File: config.mk
export PLATFORM = sky130hd
export DESIGN_NAME = float_accum_top
export DESIGN_NICKNAME = d
export VERILOG_FILES = /design/src/rtl/float_pkg.sv /design/src/rtl/float_accum_ctrl.sv /design/src/rtl/float_accum_top.sv /design/src/rtl/float_add_pipeline.sv /design/src/rtl/float_normalize.sv
export SDC_FILE = /design/constraint.sdc
export NUM_CORES = 1
export LEC_CHECK = 0
export ABC_AREA = 1
export BUFFER_PORTS_ARGS = -buffer_cell sky130_fd_sc_hd__buf_4
export CAP_MARGIN = 10
export CORE_MARGIN = 5
export CORE_UTILIZATION = 55
export CTS_BUF_LIST = sky130_fd_sc_hd__clkbuf_8
export CTS_CLUSTER_SIZE = 12
export DETAILED_ROUTE_END_ITERATION = 10
export GPL_ROUTABILITY_DRIVEN = 0
export GPL_TIMING_DRIVEN = 0
export HOLD_SLACK_MARGIN = 0.02
export PLACE_DENSITY = 0.84
export SLEW_MARGIN = 15
export SYNTH_ARGS = -nofsm -noshare
export SYNTH_HDL_FRONTEND = slang
export SYNTH_SLANG_ARGS = --single-unit
File: constraint.sdc
create_clock -name clk -period 5 [get_ports clk]
set_input_delay 0.75 -clock clk [delete_from_list [all_inputs] [get_ports clk]]
set_output_delay 0.75 -clock clk [all_outputs]
set_load 0.005 [all_outputs]
File: src/rtl/float_pkg.sv
/*
 * Shared definitions for the 16-bit float accumulate unit.
 * Holds the format widths, the float word views and the host command layout.
 */
`default_nettype none

package float_pkg;

    // format widths
    localparam int float_width      = 16;
    localparam int float_exp_width  = 5;
    localparam int float_mant_width = 10;

    // left-shift count for normalization, covers 0 to float_mant_width
    localparam int norm_shift_width = 4;

    // decoded view of a float word
    typedef struct packed {
        logic                        sign;
        logic [float_exp_width-1:0]  exp;
        logic [float_mant_width-1:0] mant;
    } float_fields_t;

    // one word seen either as raw bits or as its fields
    typedef union packed {
        logic [float_width-1:0] bits;
        float_fields_t          fields;
    } float_word_t;

    // host opcodes
    typedef enum logic {
        op_load = 1'b0,
        op_add  = 1'b1
    } accum_op_t;

    // one host command
    typedef struct packed {
        accum_op_t   op;
        float_word_t operand;
    } accum_cmd_t;

    // working mantissa, spare bit, carry bit, implicit one, stored bits
    typedef logic [float_mant_width+2:0] wide_mant_t;

endpackage

`default_nettype wire

File: src/rtl/float_accum_ctrl.sv
/*
 * Host-side controller for the float accumulator.
 * Runs the four-phase host handshake, holds the accumulator and sends adds
 * to the adder with a one-cycle request pulse.
 */
`timescale 1ns/100ps
`default_nettype none

module float_accum_ctrl (
    input  wire  clk,
    input  wire  rst,
    input  wire  req,
    input  wire  float_pkg::accum_cmd_t  cmd,
    output logic ack,
    output float_pkg::float_word_t       result,
    output logic add_req,
    output float_pkg::float_word_t       add_a,
    output float_pkg::float_word_t       add_b,
    input  wire  add_ack,
    input  wire  float_pkg::float_word_t add_sum
);

    typedef enum logic [1:0] {
        st_wait_req,
        st_issue,
        st_wait_add,
        st_hold_ack
    } state_t;

    state_t                 state;
    float_pkg::accum_cmd_t  cmd_r;
    float_pkg::float_word_t acc;

    // new command only once the previous ack has dropped
    logic take_cmd;
    assign take_cmd = (state == st_wait_req) && req && !ack;

    // command captured once per transaction
    always_ff @(posedge clk) begin
        if (take_cmd) begin
            cmd_r <= cmd;
        end
    end

    always_ff @(posedge clk or negedge rst) begin
        if (!rst) begin
            state   <= st_wait_req;
            ack     <= 1'b0;
            add_req <= 1'b0;
            acc     <= '0;
        end else begin
            // request is a single-cycle pulse
            add_req <= 1'b0;
            case (state)
                st_wait_req: begin
                    if (take_cmd) begin
                        state <= st_issue;
                    end
                end
                st_issue: begin
                    if (cmd_r.op == float_pkg::op_load) begin
                        acc   <= cmd_r.operand;
                        ack   <= 1'b1;
                        state <= st_hold_ack;
                    end else begin
                        add_req <= 1'b1;
                        state   <= st_wait_add;
                    end
                end
                st_wait_add: begin
                    if (add_ack) begin
                        acc   <= add_sum;
                        ack   <= 1'b1;
                        state <= st_hold_ack;
                    end
                end
                st_hold_ack: begin
                    // host drops req, then ack follows one edge later
                    if (!req) begin
                        ack   <= 1'b0;
                        state <= st_wait_req;
                    end
                end
                default: begin
                    state <= st_wait_req;
                end
            endcase
        end
    end

    // accumulator is frozen while ack is high
    assign result = acc;
    assign add_a  = acc;
    assign add_b  = cmd_r.operand;

endmodule

`default_nettype wire

File: src/rtl/float_accum_top.sv
/*
 * Top level of the float accumulate unit.
 * Joins the host controller to the multicycle adder.
 */
`timescale 1ns/100ps
`default_nettype none

module float_accum_top (
    input  wire  clk,
    input  wire  rst,
    input  wire  req,
    input  wire  float_pkg::accum_cmd_t cmd,
    output logic ack,
    output float_pkg::float_word_t      result
);

    // controller to adder
    logic                   add_req;
    float_pkg::float_word_t add_a;
    float_pkg::float_word_t add_b;

    // adder back to controller
    logic                   add_ack;
    float_pkg::float_word_t add_sum;

    float_accum_ctrl u_ctrl (
        .clk     (clk),
        .rst     (rst),
        .req     (req),
        .cmd     (cmd),
        .ack     (ack),
        .result  (result),
        .add_req (add_req),
        .add_a   (add_a),
        .add_b   (add_b),
        .add_ack (add_ack),
        .add_sum (add_sum)
    );

    // accumulator goes in as a, operand as b
    float_add_pipeline u_adder (
        .clk (clk),
        .rst (rst),
        .req (add_req),
        .a   (add_a),
        .b   (add_b),
        .sum (add_sum),
        .ack (add_ack)
    );

endmodule

`default_nettype wire

File: src/rtl/float_add_pipeline.sv
/*
 * Multicycle float adder with a pulse handshake.
 * A one-cycle req starts an add; sum and a one-cycle ack are registered two
 * edges after the edge that takes req, and sum reads zero at every other time.
 */
`timescale 1ns/100ps
`default_nettype none

module float_add_pipeline (
    input  wire  clk,
    input  wire  rst,
    input  wire  req,
    input  wire  float_pkg::float_word_t a,
    input  wire  float_pkg::float_word_t b,
    output float_pkg::float_word_t       sum,
    output logic ack
);

    typedef enum logic [1:0] {
        st_idle,
        st_combine,
        st_normalize
    } state_t;

    state_t state;
    state_t n_state;

    // aligned operands
    logic                                  a_sign;
    logic                                  b_sign;
    float_pkg::wide_mant_t                 a_mant;
    float_pkg::wide_mant_t                 b_mant;
    logic [float_pkg::float_exp_width-1:0] exp_r;

    // combined result before normalization
    logic                                  new_sign;
    float_pkg::wide_mant_t                 new_mant;

    logic                                  n_a_sign;
    logic                                  n_b_sign;
    float_pkg::wide_mant_t                 n_a_mant;
    float_pkg::wide_mant_t                 n_b_mant;
    logic [float_pkg::float_exp_width-1:0] n_exp;
    logic                                  n_new_sign;
    float_pkg::wide_mant_t                 n_new_mant;
    float_pkg::float_word_t                n_sum;
    logic                                  n_ack;

    // normalizer output
    float_pkg::wide_mant_t                 norm_mant;
    logic [float_pkg::float_exp_width-1:0] norm_exp;

    float_normalize u_normalize (
        .mant_in  (new_mant),
        .exp_in   (exp_r),
        .mant_out (norm_mant),
        .exp_out  (norm_exp)
    );

    always_comb begin
        n_state    = state;
        n_a_sign   = a_sign;
        n_b_sign   = b_sign;
        n_a_mant   = a_mant;
        n_b_mant   = b_mant;
        n_exp      = exp_r;
        n_new_sign = new_sign;
        n_new_mant = new_mant;
        n_sum      = '0;
        n_ack      = 1'b0;

        case (state)
            st_idle: begin
                if (req) begin
                    // implicit one is always set even for a zero exponent
                    n_a_sign = a.fields.sign;
                    n_b_sign = b.fields.sign;
                    n_a_mant = {3'b001, a.fields.mant};
                    n_b_mant = {3'b001, b.fields.mant};
                    // align the smaller exponent
                    // shifted-out bits are lost
                    if (a.fields.exp > b.fields.exp) begin
                        n_exp    = a.fields.exp;
                        n_b_mant = n_b_mant >> (a.fields.exp - b.fields.exp);
                    end else begin
                        n_exp    = b.fields.exp;
                        n_a_mant = n_a_mant >> (b.fields.exp - a.fields.exp);
                    end
                    n_state = st_combine;
                end
            end
            st_combine: begin
                if (a_sign != b_sign) begin
                    // larger magnitude keeps its sign
                    // a tie goes to b
                    if (a_mant > b_mant) begin
                        n_new_mant = a_mant - b_mant;
                        n_new_sign = a_sign;
                    end else begin
                        n_new_mant = b_mant - a_mant;
                        n_new_sign = b_sign;
                    end
                end else begin
                    n_new_mant = a_mant + b_mant;
                    n_new_sign = a_sign;
                end
                n_state = st_normalize;
            end
            st_normalize: begin
                // a zero result never carries a sign
                n_sum.fields.sign = (norm_mant == '0) ? 1'b0 : new_sign;
                n_sum.fields.exp  = norm_exp;
                n_sum.fields.mant = norm_mant[float_pkg::float_mant_width-1:0];
                n_ack             = 1'b1;
                n_state           = st_idle;
            end
            default: begin
                n_state = st_idle;
            end
        endcase
    end

    always_ff @(posedge clk or negedge rst) begin
        if (!rst) begin
            state    <= st_idle;
            sum      <= '0;
            ack      <= 1'b0;
            a_sign   <= 1'b0;
            b_sign   <= 1'b0;
            a_mant   <= '0;
            b_mant   <= '0;
            exp_r    <= '0;
            new_sign <= 1'b0;
            new_mant <= '0;
        end else begin
            state    <= n_state;
            sum      <= n_sum;
            ack      <= n_ack;
            a_sign   <= n_a_sign;
            b_sign   <= n_b_sign;
            a_mant   <= n_a_mant;
            b_mant   <= n_b_mant;
            exp_r    <= n_exp;
            new_sign <= n_new_sign;
            new_mant <= n_new_mant;
        end
    end

endmodule

`default_nettype wire

File: src/rtl/float_normalize.sv
/*
 * Combinational normalizer for a raw sum mantissa.
 * Folds a carry back, clears a zero result and moves the leading one to the
 * implicit position, adjusting the exponent to match.
 */
`timescale 1ns/100ps
`default_nettype none

module float_normalize (
    input  wire  float_pkg::wide_mant_t                 mant_in,
    input  wire  [float_pkg::float_exp_width-1:0]       exp_in,
    output float_pkg::wide_mant_t                       mant_out,
    output logic [float_pkg::float_exp_width-1:0]       exp_out
);

    // zero padding to widen the shift count to exponent width
    localparam int pad_width = float_pkg::float_exp_width - float_pkg::norm_shift_width;

    always_comb begin
        float_pkg::wide_mant_t                   m;
        logic [float_pkg::float_exp_width-1:0]   e;
        logic [float_pkg::norm_shift_width-1:0]  shift;

        m     = mant_in;
        e     = exp_in;
        shift = '0;

        // carry out of the implicit position
        // shift right once and bump the exponent
        if (m[float_pkg::float_mant_width+1]) begin
            m = m >> 1;
            e = e + 1'b1;
        end

        if (m == '0) begin
            // exact cancellation gives the all-zero word
            e = '0;
        end else begin
            // scan from the largest shift down
            // so the highest set bit wins last
            for (int i = float_pkg::float_mant_width; i >= 0; i--) begin
                if (m[float_pkg::float_mant_width - i]) begin
                    shift = i[float_pkg::norm_shift_width-1:0];
                end
            end
            // leading one lands on the implicit bit
            m = m << shift;
            e = e - {{pad_width{1'b0}}, shift};
        end

        mant_out = m;
        exp_out  = e;
    end

endmodule

`default_nettype wire

==> results.yml, run 1 <==
clock_network:
  htree_levels: 3
  cts_buffers: 9
  clockBufferDepth: 2
  cts_root_buf: "clkbuf_8"
  cts_resized: 0
  clk_latency_ns: 0.40
  tritoncts: "yes"
  clk_pin_slew_ns: 0.11
  cts_sinks: 99
  holdBufCountCts: 0
  cts_setup_buffers: 0
sta:
  post-route-period-util_pct: 58.5
  setup_tns_ns: 0
  rsz0062_at_grt: "false"
  tightest_slew_ns: 1.05
  max_freq_ghz: 0.342
  clock_skew_ns: 0.0143
  hold_viol_final: 0
  setup_violations: 0
  finalMaxSlewViolations: 0
  period_minus_slack_ns: 2.93
  relSlewSlack_pct: 29.7
  hold_ws_ns: 0.496
worst_setup_path:
  crit_arrival_ns: 3.18
  crit_path_end_kind: "register"
  reg2reg_slack_ns: 2.07
  ff2ff_path_depth: 12
  path_class: "register to register"
  cp_max_fo: 10
  r2r-end: "u_adder.a_mant[0]$_DFFE_PN0P_"
  required_ns: 5.26
  reg2reg_from: "u_ctrl.add_b[10]$_DFFE_PP_"
  start_kind: "register"
floorplanning:
  row_count: 43
  coreArea_mm2: 0.0137
  die_h_um: 128
  pin_count: 37
  dieArea_mm2: 0.0163
  dieWidth_um: 128
  initial_core_util_pct: 55.3
cells_and_area:
  final_cell_mix: "nand2_1, o21ai_0, inv_1"
  antennaDiodeCount: 0
  final_common_cell: "nand2_1"
  area_growth_pct: 8.93
  nNetsFinal: 1168
  utilization_pct: 60.3
  drive_above_1_share_pct: 9.40
  finalInstanceArea_mm2: 0.00827
placed_design:
  place_area_mm2: 0.00809
  port_buffers: 36
  place_hpwl_um: 15700
logic_synthesis:
  muxShareOfSynthArea_pct: 0.923
  ys_top_cells_by_area: "dfrtp_1, nand2_1, o21ai_0, ha_1, edfxtp_1"
  synth_top_area_share_pct: 27.0
  synth_xor_area_share_pct: 4.48
  netlist_instances: 1044
  yosys.area.top_type: "dfrtp_1"
  synthSimpleGateAreaFrac_pct: 22.3
  syn_nets: 1121
  synth_compound_area_share_pct: 18.9
  netlist_area_mm2: 0.00759
  synth_edf_count: 17
  async_reset_ff_share_pct: 82.8
  ys_types: 46
  synth_seq_cells: 99
  seq_area_frac_synth_pct: 33.7
  ys.warnings.count: 0
  synth_adder_area_share_pct: 9.99
  synth_top_family_by_area: "simple AND/OR/NAND/NOR gates"
  syn_avg_cell_area_um2: 7.27
  synth_flop_cell: "dfrtp_1"
worst_hold_path:
  hp-class: "primary input to asynchronous set/reset pin"
run:
  cap_violations: 0
drt:
  drt_iter0_drc: 828
  dr_total_vias: 7247
  wl_per_cell_um: 15.6
  wirelength_um: 20000
  routed_via_density: 5.68
  postRouteAntennaNets: 0
  first_pass_iters: 8
  drc_errors: 0
status:
  outcome: "completed"
grt:
  grt_max_degree: 83
  grt_overflow: 0
  grt_pass1_vias: 6811
  grt_pass1_wl_um: 32800
  antenna_found_initial: 1
  track_usage_pct: 25.0
## cells by family after synthesis
family,count (synthesis)
compound gates,262
xor+xnor,38
fa+ha+maj,57
buf+inv,181
flops,99
mux,7
simple gates,400
## state kept, by name, summed over array words and instances (netlist names), 5 cells and up
| signal | cells |
|---|---|
| u_adder.a_mant | 11 |
| u_adder.b_mant | 11 |
| u_adder.exp_r | 5 |
| u_adder.new_mant | 13 |
| u_adder.sum | 16 |
| u_ctrl.add_a | 16 |
| u_ctrl.add_b | 16 |
## critical path, cell delays in order, from the launching register on
cell and delay [ns]:
edfxtp_1 0.43, inv_1 0.09, ha_1 0.22, fa_1 0.51
clkbuf_1 0.28, inv_1 0.13, clkbuf_1 0.23, o21ai_0 0.29
nor2_1 0.10, o211ai_1 0.18, a21oi_1 0.08, o21ai_0 0.12
o21ai_0 0.12
## through the flow
stage          std cells  setup slack [ns]
2_1_floorplan       1044              2.52
3_3_place_gp        1260              2.13
3_5_place_dp        1260              2.14
4_1_cts             1276              2.10
5_1_grt             1276              1.82
6_report            1276              2.07
## per-layer routing
layer  track usage, %  share of wire, %  vias to the layer above
li1                 -                 -                     3502
met1             32.6                42                     3336
met2             41.3                46                      327
met3             5.14               7.9                       80
met4             9.27               3.4                        2
met5                0             0.040                        -
## area by class of cell
type | instances | area, um^2
clock inverter | 7 | 56.3
multi-input combinational | 764 | 4300
timing repair buffer | 36 | 270
clock buffer | 9 | 124
inverter | 138 | 518
buffer | 43 | 214
fill | 1213 | 5450
sequential | 99 | 2560
tap | 180 | 225
## how the worst max path moves through the flow
| stage | start | to | cells after the start |
|---|---|---|---|
| 2_1_floorplan | u_adder.new_mant[11]$_DFFE_PN0N_ | u_adder.sum[14]$_DFF_PN0_ | 19 |
| 3_3_place_gp | u_ctrl.add_a[10]$_DFFE_PN0P_ | u_adder.a_mant[0]$_DFFE_PN0P_ | 11 |
| 3_5_place_dp | u_ctrl.add_b[10]$_DFFE_PP_ | u_adder.a_mant[0]$_DFFE_PN0P_ | 12 |
| 4_1_cts | u_ctrl.add_b[10]$_DFFE_PP_ | u_adder.a_mant[0]$_DFFE_PN0P_ | 12 |
| 5_1_grt | u_adder.new_mant[11]$_DFFE_PN0N_ | u_adder.sum[14]$_DFF_PN0_ | 19 |
| 6_report | u_ctrl.add_b[10]$_DFFE_PP_ | u_adder.a_mant[0]$_DFFE_PN0P_ | 12 |
## synth_stat cells (8+ instances only)
master and instances:
xor2_1 32, inv_1 129, nor2_1 69, o211ai_1 14, nand3_1 41, inv_2 8, o22ai_1 9, nand2_1 252
edfxtp_1 17, a21oi_1 64, buf_2 12, ha_1 51, clkbuf_1 24, o21ai_0 138, o21ai_1 10, nor3_1 12
dfrtp_1 82
Power of run 1 is left out: the tool's default activity adds up to more than one toggle a clock period on the data nets, which glitch-free logic cannot reach.
==> run 2, diff against run 1 <==
Settings changed: PLACE_DENSITY 0.84 to 0.87.
Clock period 5 ns to 2.6 ns, I/O delays scaled along.
==> results.yml, run 2 (same netlist as run 1, synthesis figures left out) <==
worst_setup_path:
  r2r-end: "u_adder.b_mant[8]$_DFFE_PN0P_"
  start_kind: "register"
  required_ns: 2.86
  cp_max_fo: 10
  ff2ff_path_depth: 14
  crit_arrival_ns: 2.81
  reg2reg_slack_ns: 0.05
  reg2reg_from: "u_ctrl.add_a[12]$_DFFE_PN0P_"
  path_class: "register to register"
  crit_path_end_kind: "register"
sta:
  setup_violations: 0
  max_freq_ghz: 0.392
  clock_skew_ns: 0.0160
  rsz0062_at_grt: "true"
  relSlewSlack_pct: 30.9
  period_minus_slack_ns: 2.55
  hold_ws_ns: 0.159
  finalMaxSlewViolations: 0
  post-route-period-util_pct: 98.1
  tightest_slew_ns: 1.04
  hold_viol_final: 0
cells_and_area:
  fillers: 1143
  final_cell_count_no_fill: 1303
  nNetsFinal: 1195
  final_cell_mix: "nand2_1, inv_1, o21ai_0"
  antennaDiodeCount: 0
  ff_latch_area_mm2: 0.00257
  drive_above_1_share_pct: 16.4
  utilization_pct: 63.5
  multi_input_comb_area_mm2: 0.00449
  area_growth_pct: 14.8
  final_common_cell: "nand2_1"
drt:
  first_pass_iters: 6
  met2_length_um: 10000
  top_layer_used: "met4"
  postRouteAntennaNets: 0
  wirelength_um: 21500
  wl_met1_um: 8630
  wl_per_cell_um: 16.5
  drc_errors: 0
  dr_total_vias: 7633
  routed_via_density: 5.86
  drt_iter0_drc: 1089
  met3_length_um: 1730
grt:
  antenna_found_initial: 0
  track_usage_pct: 25.9
  grt_max_degree: 83
  grt_overflow: 0
  grt_pass1_vias: 7165
  grt_pass1_wl_um: 33800
floorplanning:
  pin_count: 37
  coreArea_mm2: 0.0137
  dieWidth_um: 128
  dieArea_mm2: 0.0163
  row_count: 43
  die_h_um: 128
  initial_core_util_pct: 55.3
clock_network:
  clockBufferDepth: 2
  cts_root_buf: "clkbuf_8"
  clk_latency_ns: 0.40
  tritoncts: "yes"
  cts_buffers: 9
  clk_pin_slew_ns: 0.10
  cts_sinks: 99
  htree_levels: 3
worst_hold_path:
  min_to: "u_ctrl.add_b[9]$_DFFE_PP_"
  holdPathStages: 1
  hp-class: "primary input to register"
  hold_path_startpoint: "cmd[9]"
run:
  cap_violations: 0
placed_design:
  port_buffers: 36
  place_hpwl_um: 15800
  placed_cells: 1260
status:
  outcome: "completed"
[run 2: cell count changes in the layout (fill, tap and decap cells not counted), moves of 9 or more]
cell / delta
buf_4: +30
clkbuf_1: -11
o21ai_0: -17
o21ai_1: +9
[run 2: how the worst max path moves through the flow]
stage                                startpoint                             to  slack [ns]
2_1_floorplan  u_adder.new_mant[11]$_DFFE_PN0N_      u_adder.sum[14]$_DFF_PN0_        0.12
3_3_place_gp       u_ctrl.add_a[10]$_DFFE_PN0P_  u_adder.a_mant[0]$_DFFE_PN0P_       -0.26
3_5_place_dp       u_ctrl.add_a[10]$_DFFE_PN0P_  u_adder.a_mant[0]$_DFFE_PN0P_       -0.28
4_1_cts            u_ctrl.add_a[12]$_DFFE_PN0P_  u_adder.a_mant[7]$_DFFE_PN0P_        0.01
5_1_grt            u_ctrl.add_a[12]$_DFFE_PN0P_  u_adder.b_mant[1]$_DFFE_PN0P_        -0.1
6_report           u_ctrl.add_a[12]$_DFFE_PN0P_  u_adder.b_mant[8]$_DFFE_PN0P_        0.05
[run 2: area by class of cell]
type,instances,area share (%)
Sequential cell,99,29.5
Tap cell,180,2.58
Multi-Input combinational cell,764,51.5
Inverter,138,6.03
Clock buffer,9,1.42
Buffer,41,2.77
Timing Repair Buffer,65,5.64
Clock inverter,7,0.589
[run 2: per-stage QoR]
| step | instance area [um^2] | setup slack, ns | setup TNS [ns] |
|---|---|---|---|
| after floorplan | 7590 | 0.119 | 0 |
| after global placement | 8090 | -0.256 | -0.975 |
| after detailed placement | 8090 | -0.278 | -1.82 |
| after CTS | 8380 | 0.0122 | 0 |
| after global routing | 8710 | -0.0973 | -0.883 |
| final | 8710 | 0.0496 | 0 |
[run 2: worst max-delay path, stage by stage, from the launching register on]
cell and delay, ns:
dfrtp_2 0.41, inv_1 0.05, ha_1 0.28, buf_4 0.18, a21oi_2 0.15, o21ai_2 0.10, a21oi_1 0.20, nor2_1 0.09
nor2_1 0.16, inv_2 0.07, nand2_4 0.09, inv_2 0.08, buf_4 0.18, o21ai_1 0.23, o21ai_0 0.12
[run 2: metal layers]
metal	GRT usage [%]	vias to the layer above
met5	0	-
met4	13.6	0
met3	5.31	109
met2	41.3	407
met1	33.1	3568
li1	-	3549
[run 2: timing repair]
item,4_1_cts,5_1_grt
pin swaps,5,16
setup endpoints to repair,18,51
cloned,1,0
hold buffers,0,0
buffers inserted,7,21
gates resized for setup,21,82
Power of run 2 is left out for the same reason.
==> run 3, diff against run 2 <==
Settings changed: CORE_MARGIN 5 to 1.
==> results.yml, run 3 (same netlist as run 1, synthesis figures left out) <==
cells_and_area:
  final_cell_mix: "nand2_1, inv_1, o21ai_0"
  final_cell_count_no_fill: 1299
  fillers: 1102
  ff_latch_area_mm2: 0.00257
  final_common_cell: "nand2_1"
  multi_input_comb_area_mm2: 0.00450
  antennaDiodeCount: 0
  drive_above_1_share_pct: 16.6
  area_growth_pct: 14.9
  nNetsFinal: 1195
sta:
  max_freq_ghz: 0.378
  period_minus_slack_ns: 2.65
  setup_slack_ns: -0.0473
  tightest_slew_ns: 1.02
  clock_skew_ns: 0.0155
  hold_viol_final: 0
  rsz0062_at_grt: "true"
  finalMaxSlewViolations: 0
  setup_violations: 6
  relSlewSlack_pct: 32.2
  post-route-period-util_pct: 102
status:
  outcome: "complete, but fails checks"
  violations: "setup timing"
clock_network:
  htree_levels: 3
  clk_latency_ns: 0.40
  clk_pin_slew_ns: 0.11
  cts_sinks: 99
  clockBufferDepth: 2
  tritoncts: "yes"
  cts_buffers: 9
  cts_root_buf: "clkbuf_8"
drt:
  wirelength_um: 22100
  postRouteAntennaNets: 0
  drc_errors: 0
  wl_per_cell_um: 17.0
  dr_total_vias: 7711
  first_pass_iters: 6
  drt_iter0_drc: 1061
  routed_via_density: 5.94
worst_setup_path:
  crit_slowest_cell: "dfrtp_1"
  required_ns: 2.86
  crit_family: "compound AO/OA/AOI/OAI gates"
  path_class: "register to register"
  crit_arrival_ns: 2.91
  path_cells: "inv_1 -> ha_1 -> clkbuf_4 -> a21oi_1 -> o21ai_2 -> a21oi_1 -> nor2_1 -> nor2_2 -> inv_2 -> nand2_2 -> clkbuf_4 -> a21oi_1 -> o21ai_0 -> o21ai_0"
  cp_slowest_stage_delay_ns: 0.38
  start_kind: "register"
  critPathBufInv: 4
  crit_path_end_kind: "register"
  cp_max_fo: 10
  cpMostUsedCell: "a21oi_1"
placed_design:
  placed_cells: 1256
  dp_slack_ns: -0.295
  port_buffers: 36
  place_hpwl_um: 15700
run:
  cap_violations: 0
floorplanning:
  row_count: 42
  dieArea_mm2: 0.0143
  pin_count: 37
  die_h_um: 120
  coreArea_mm2: 0.0133
  initial_core_util_pct: 56.9
  dieWidth_um: 120
grt:
  grt_overflow: 0
  grt_pass1_vias: 7055
  grt_pass1_wl_um: 33900
  grt_max_degree: 83
  track_usage_pct: 30.2
  antenna_found_initial: 0
worst_hold_path:
  hp-class: "primary input to asynchronous set/reset pin"
[run 3: cell count changes in the layout (fill, tap and decap cells not counted), sizes merged]
cell,delta
buf,-4
clkbuf,+4
clkinv,-2
inv,+2
[run 3: routing by layer]
| layer | up-vias | track usage, % | wire, um |
|---|---|---|---|
| met5 | - | 0 | 0 |
| met4 | 0 | 12.9 | 1040 |
| met3 | 106 | 6.23 | 2000 |
| met2 | 477 | 49.6 | 10500 |
| met1 | 3568 | 38.7 | 8640 |
| li1 | 3560 | - | - |
[run 3: what timing repair did]
item                                   in CTS  in global routing
gates resized for setup                    18                 89
pin swaps                                   2                 18
setup endpoints to repair                  17                 39
cloned                                      0                  1
hold buffers                                0                  0
endpoints found under the hold margin       0                  0
buffers inserted                            7                 20
[run 3: worst paths after layout]
| kind | startpoint | end | slack (ns) | cells after the start |
|---|---|---|---|---|
| setup / recovery | u_ctrl.add_a[12]$_DFFE_PN0P_ | u_adder.exp_r[3]$_DFFE_PN0P_ | -0.05 | 14 |
| hold / removal | rst | u_ctrl.state[0]$_DFFE_PN0P_ | 0.15 | 1 |
| setup reg to reg | u_ctrl.add_a[12]$_DFFE_PN0P_ | u_adder.exp_r[3]$_DFFE_PN0P_ | -0.05 | 14 |
| hold reg to reg | u_adder.new_mant[3]$_DFFE_PN0N_ | u_adder.new_mant[3]$_DFFE_PN0N_ | 0.51 | 2 |
| max in group asynchronous | rst | u_adder.new_mant[11]$_DFFE_PN0N_ | 1.72 | 1 |
| min in group clk | cmd[10] | u_ctrl.add_b[10]$_DFFE_PP_ | 0.16 | 1 |
[run 3: stage by stage]
stage / TNS (ns) / util, % / instance area, um^2 / hold slack, ns
floorplan: 0 / - / 7590 / 0.0944
global placement: -1.02 / 60.6 / 8080 / 0.471
detailed placement: -1.52 / 60.6 / 8090 / 0.466
CTS: -0.0362 / 62.7 / 8370 / 0.147
global route: -1.85 / 65.4 / 8730 / 0.136
finish: -0.181 / 65.4 / 8730 / 0.147
[run 3: cell type report]
| type | instances | share of cell area (%) |
|---|---|---|
| sequential | 99 | 29.4 |
| buffer | 42 | 2.82 |
| tap | 176 | 2.52 |
| clock inverter | 7 | 0.703 |
| timing repair buffer | 64 | 5.55 |
| inverter | 138 | 6.02 |
| multi-input combinational | 764 | 51.5 |
| clock buffer | 9 | 1.42 |
Power of run 3 is left out for the same reason.
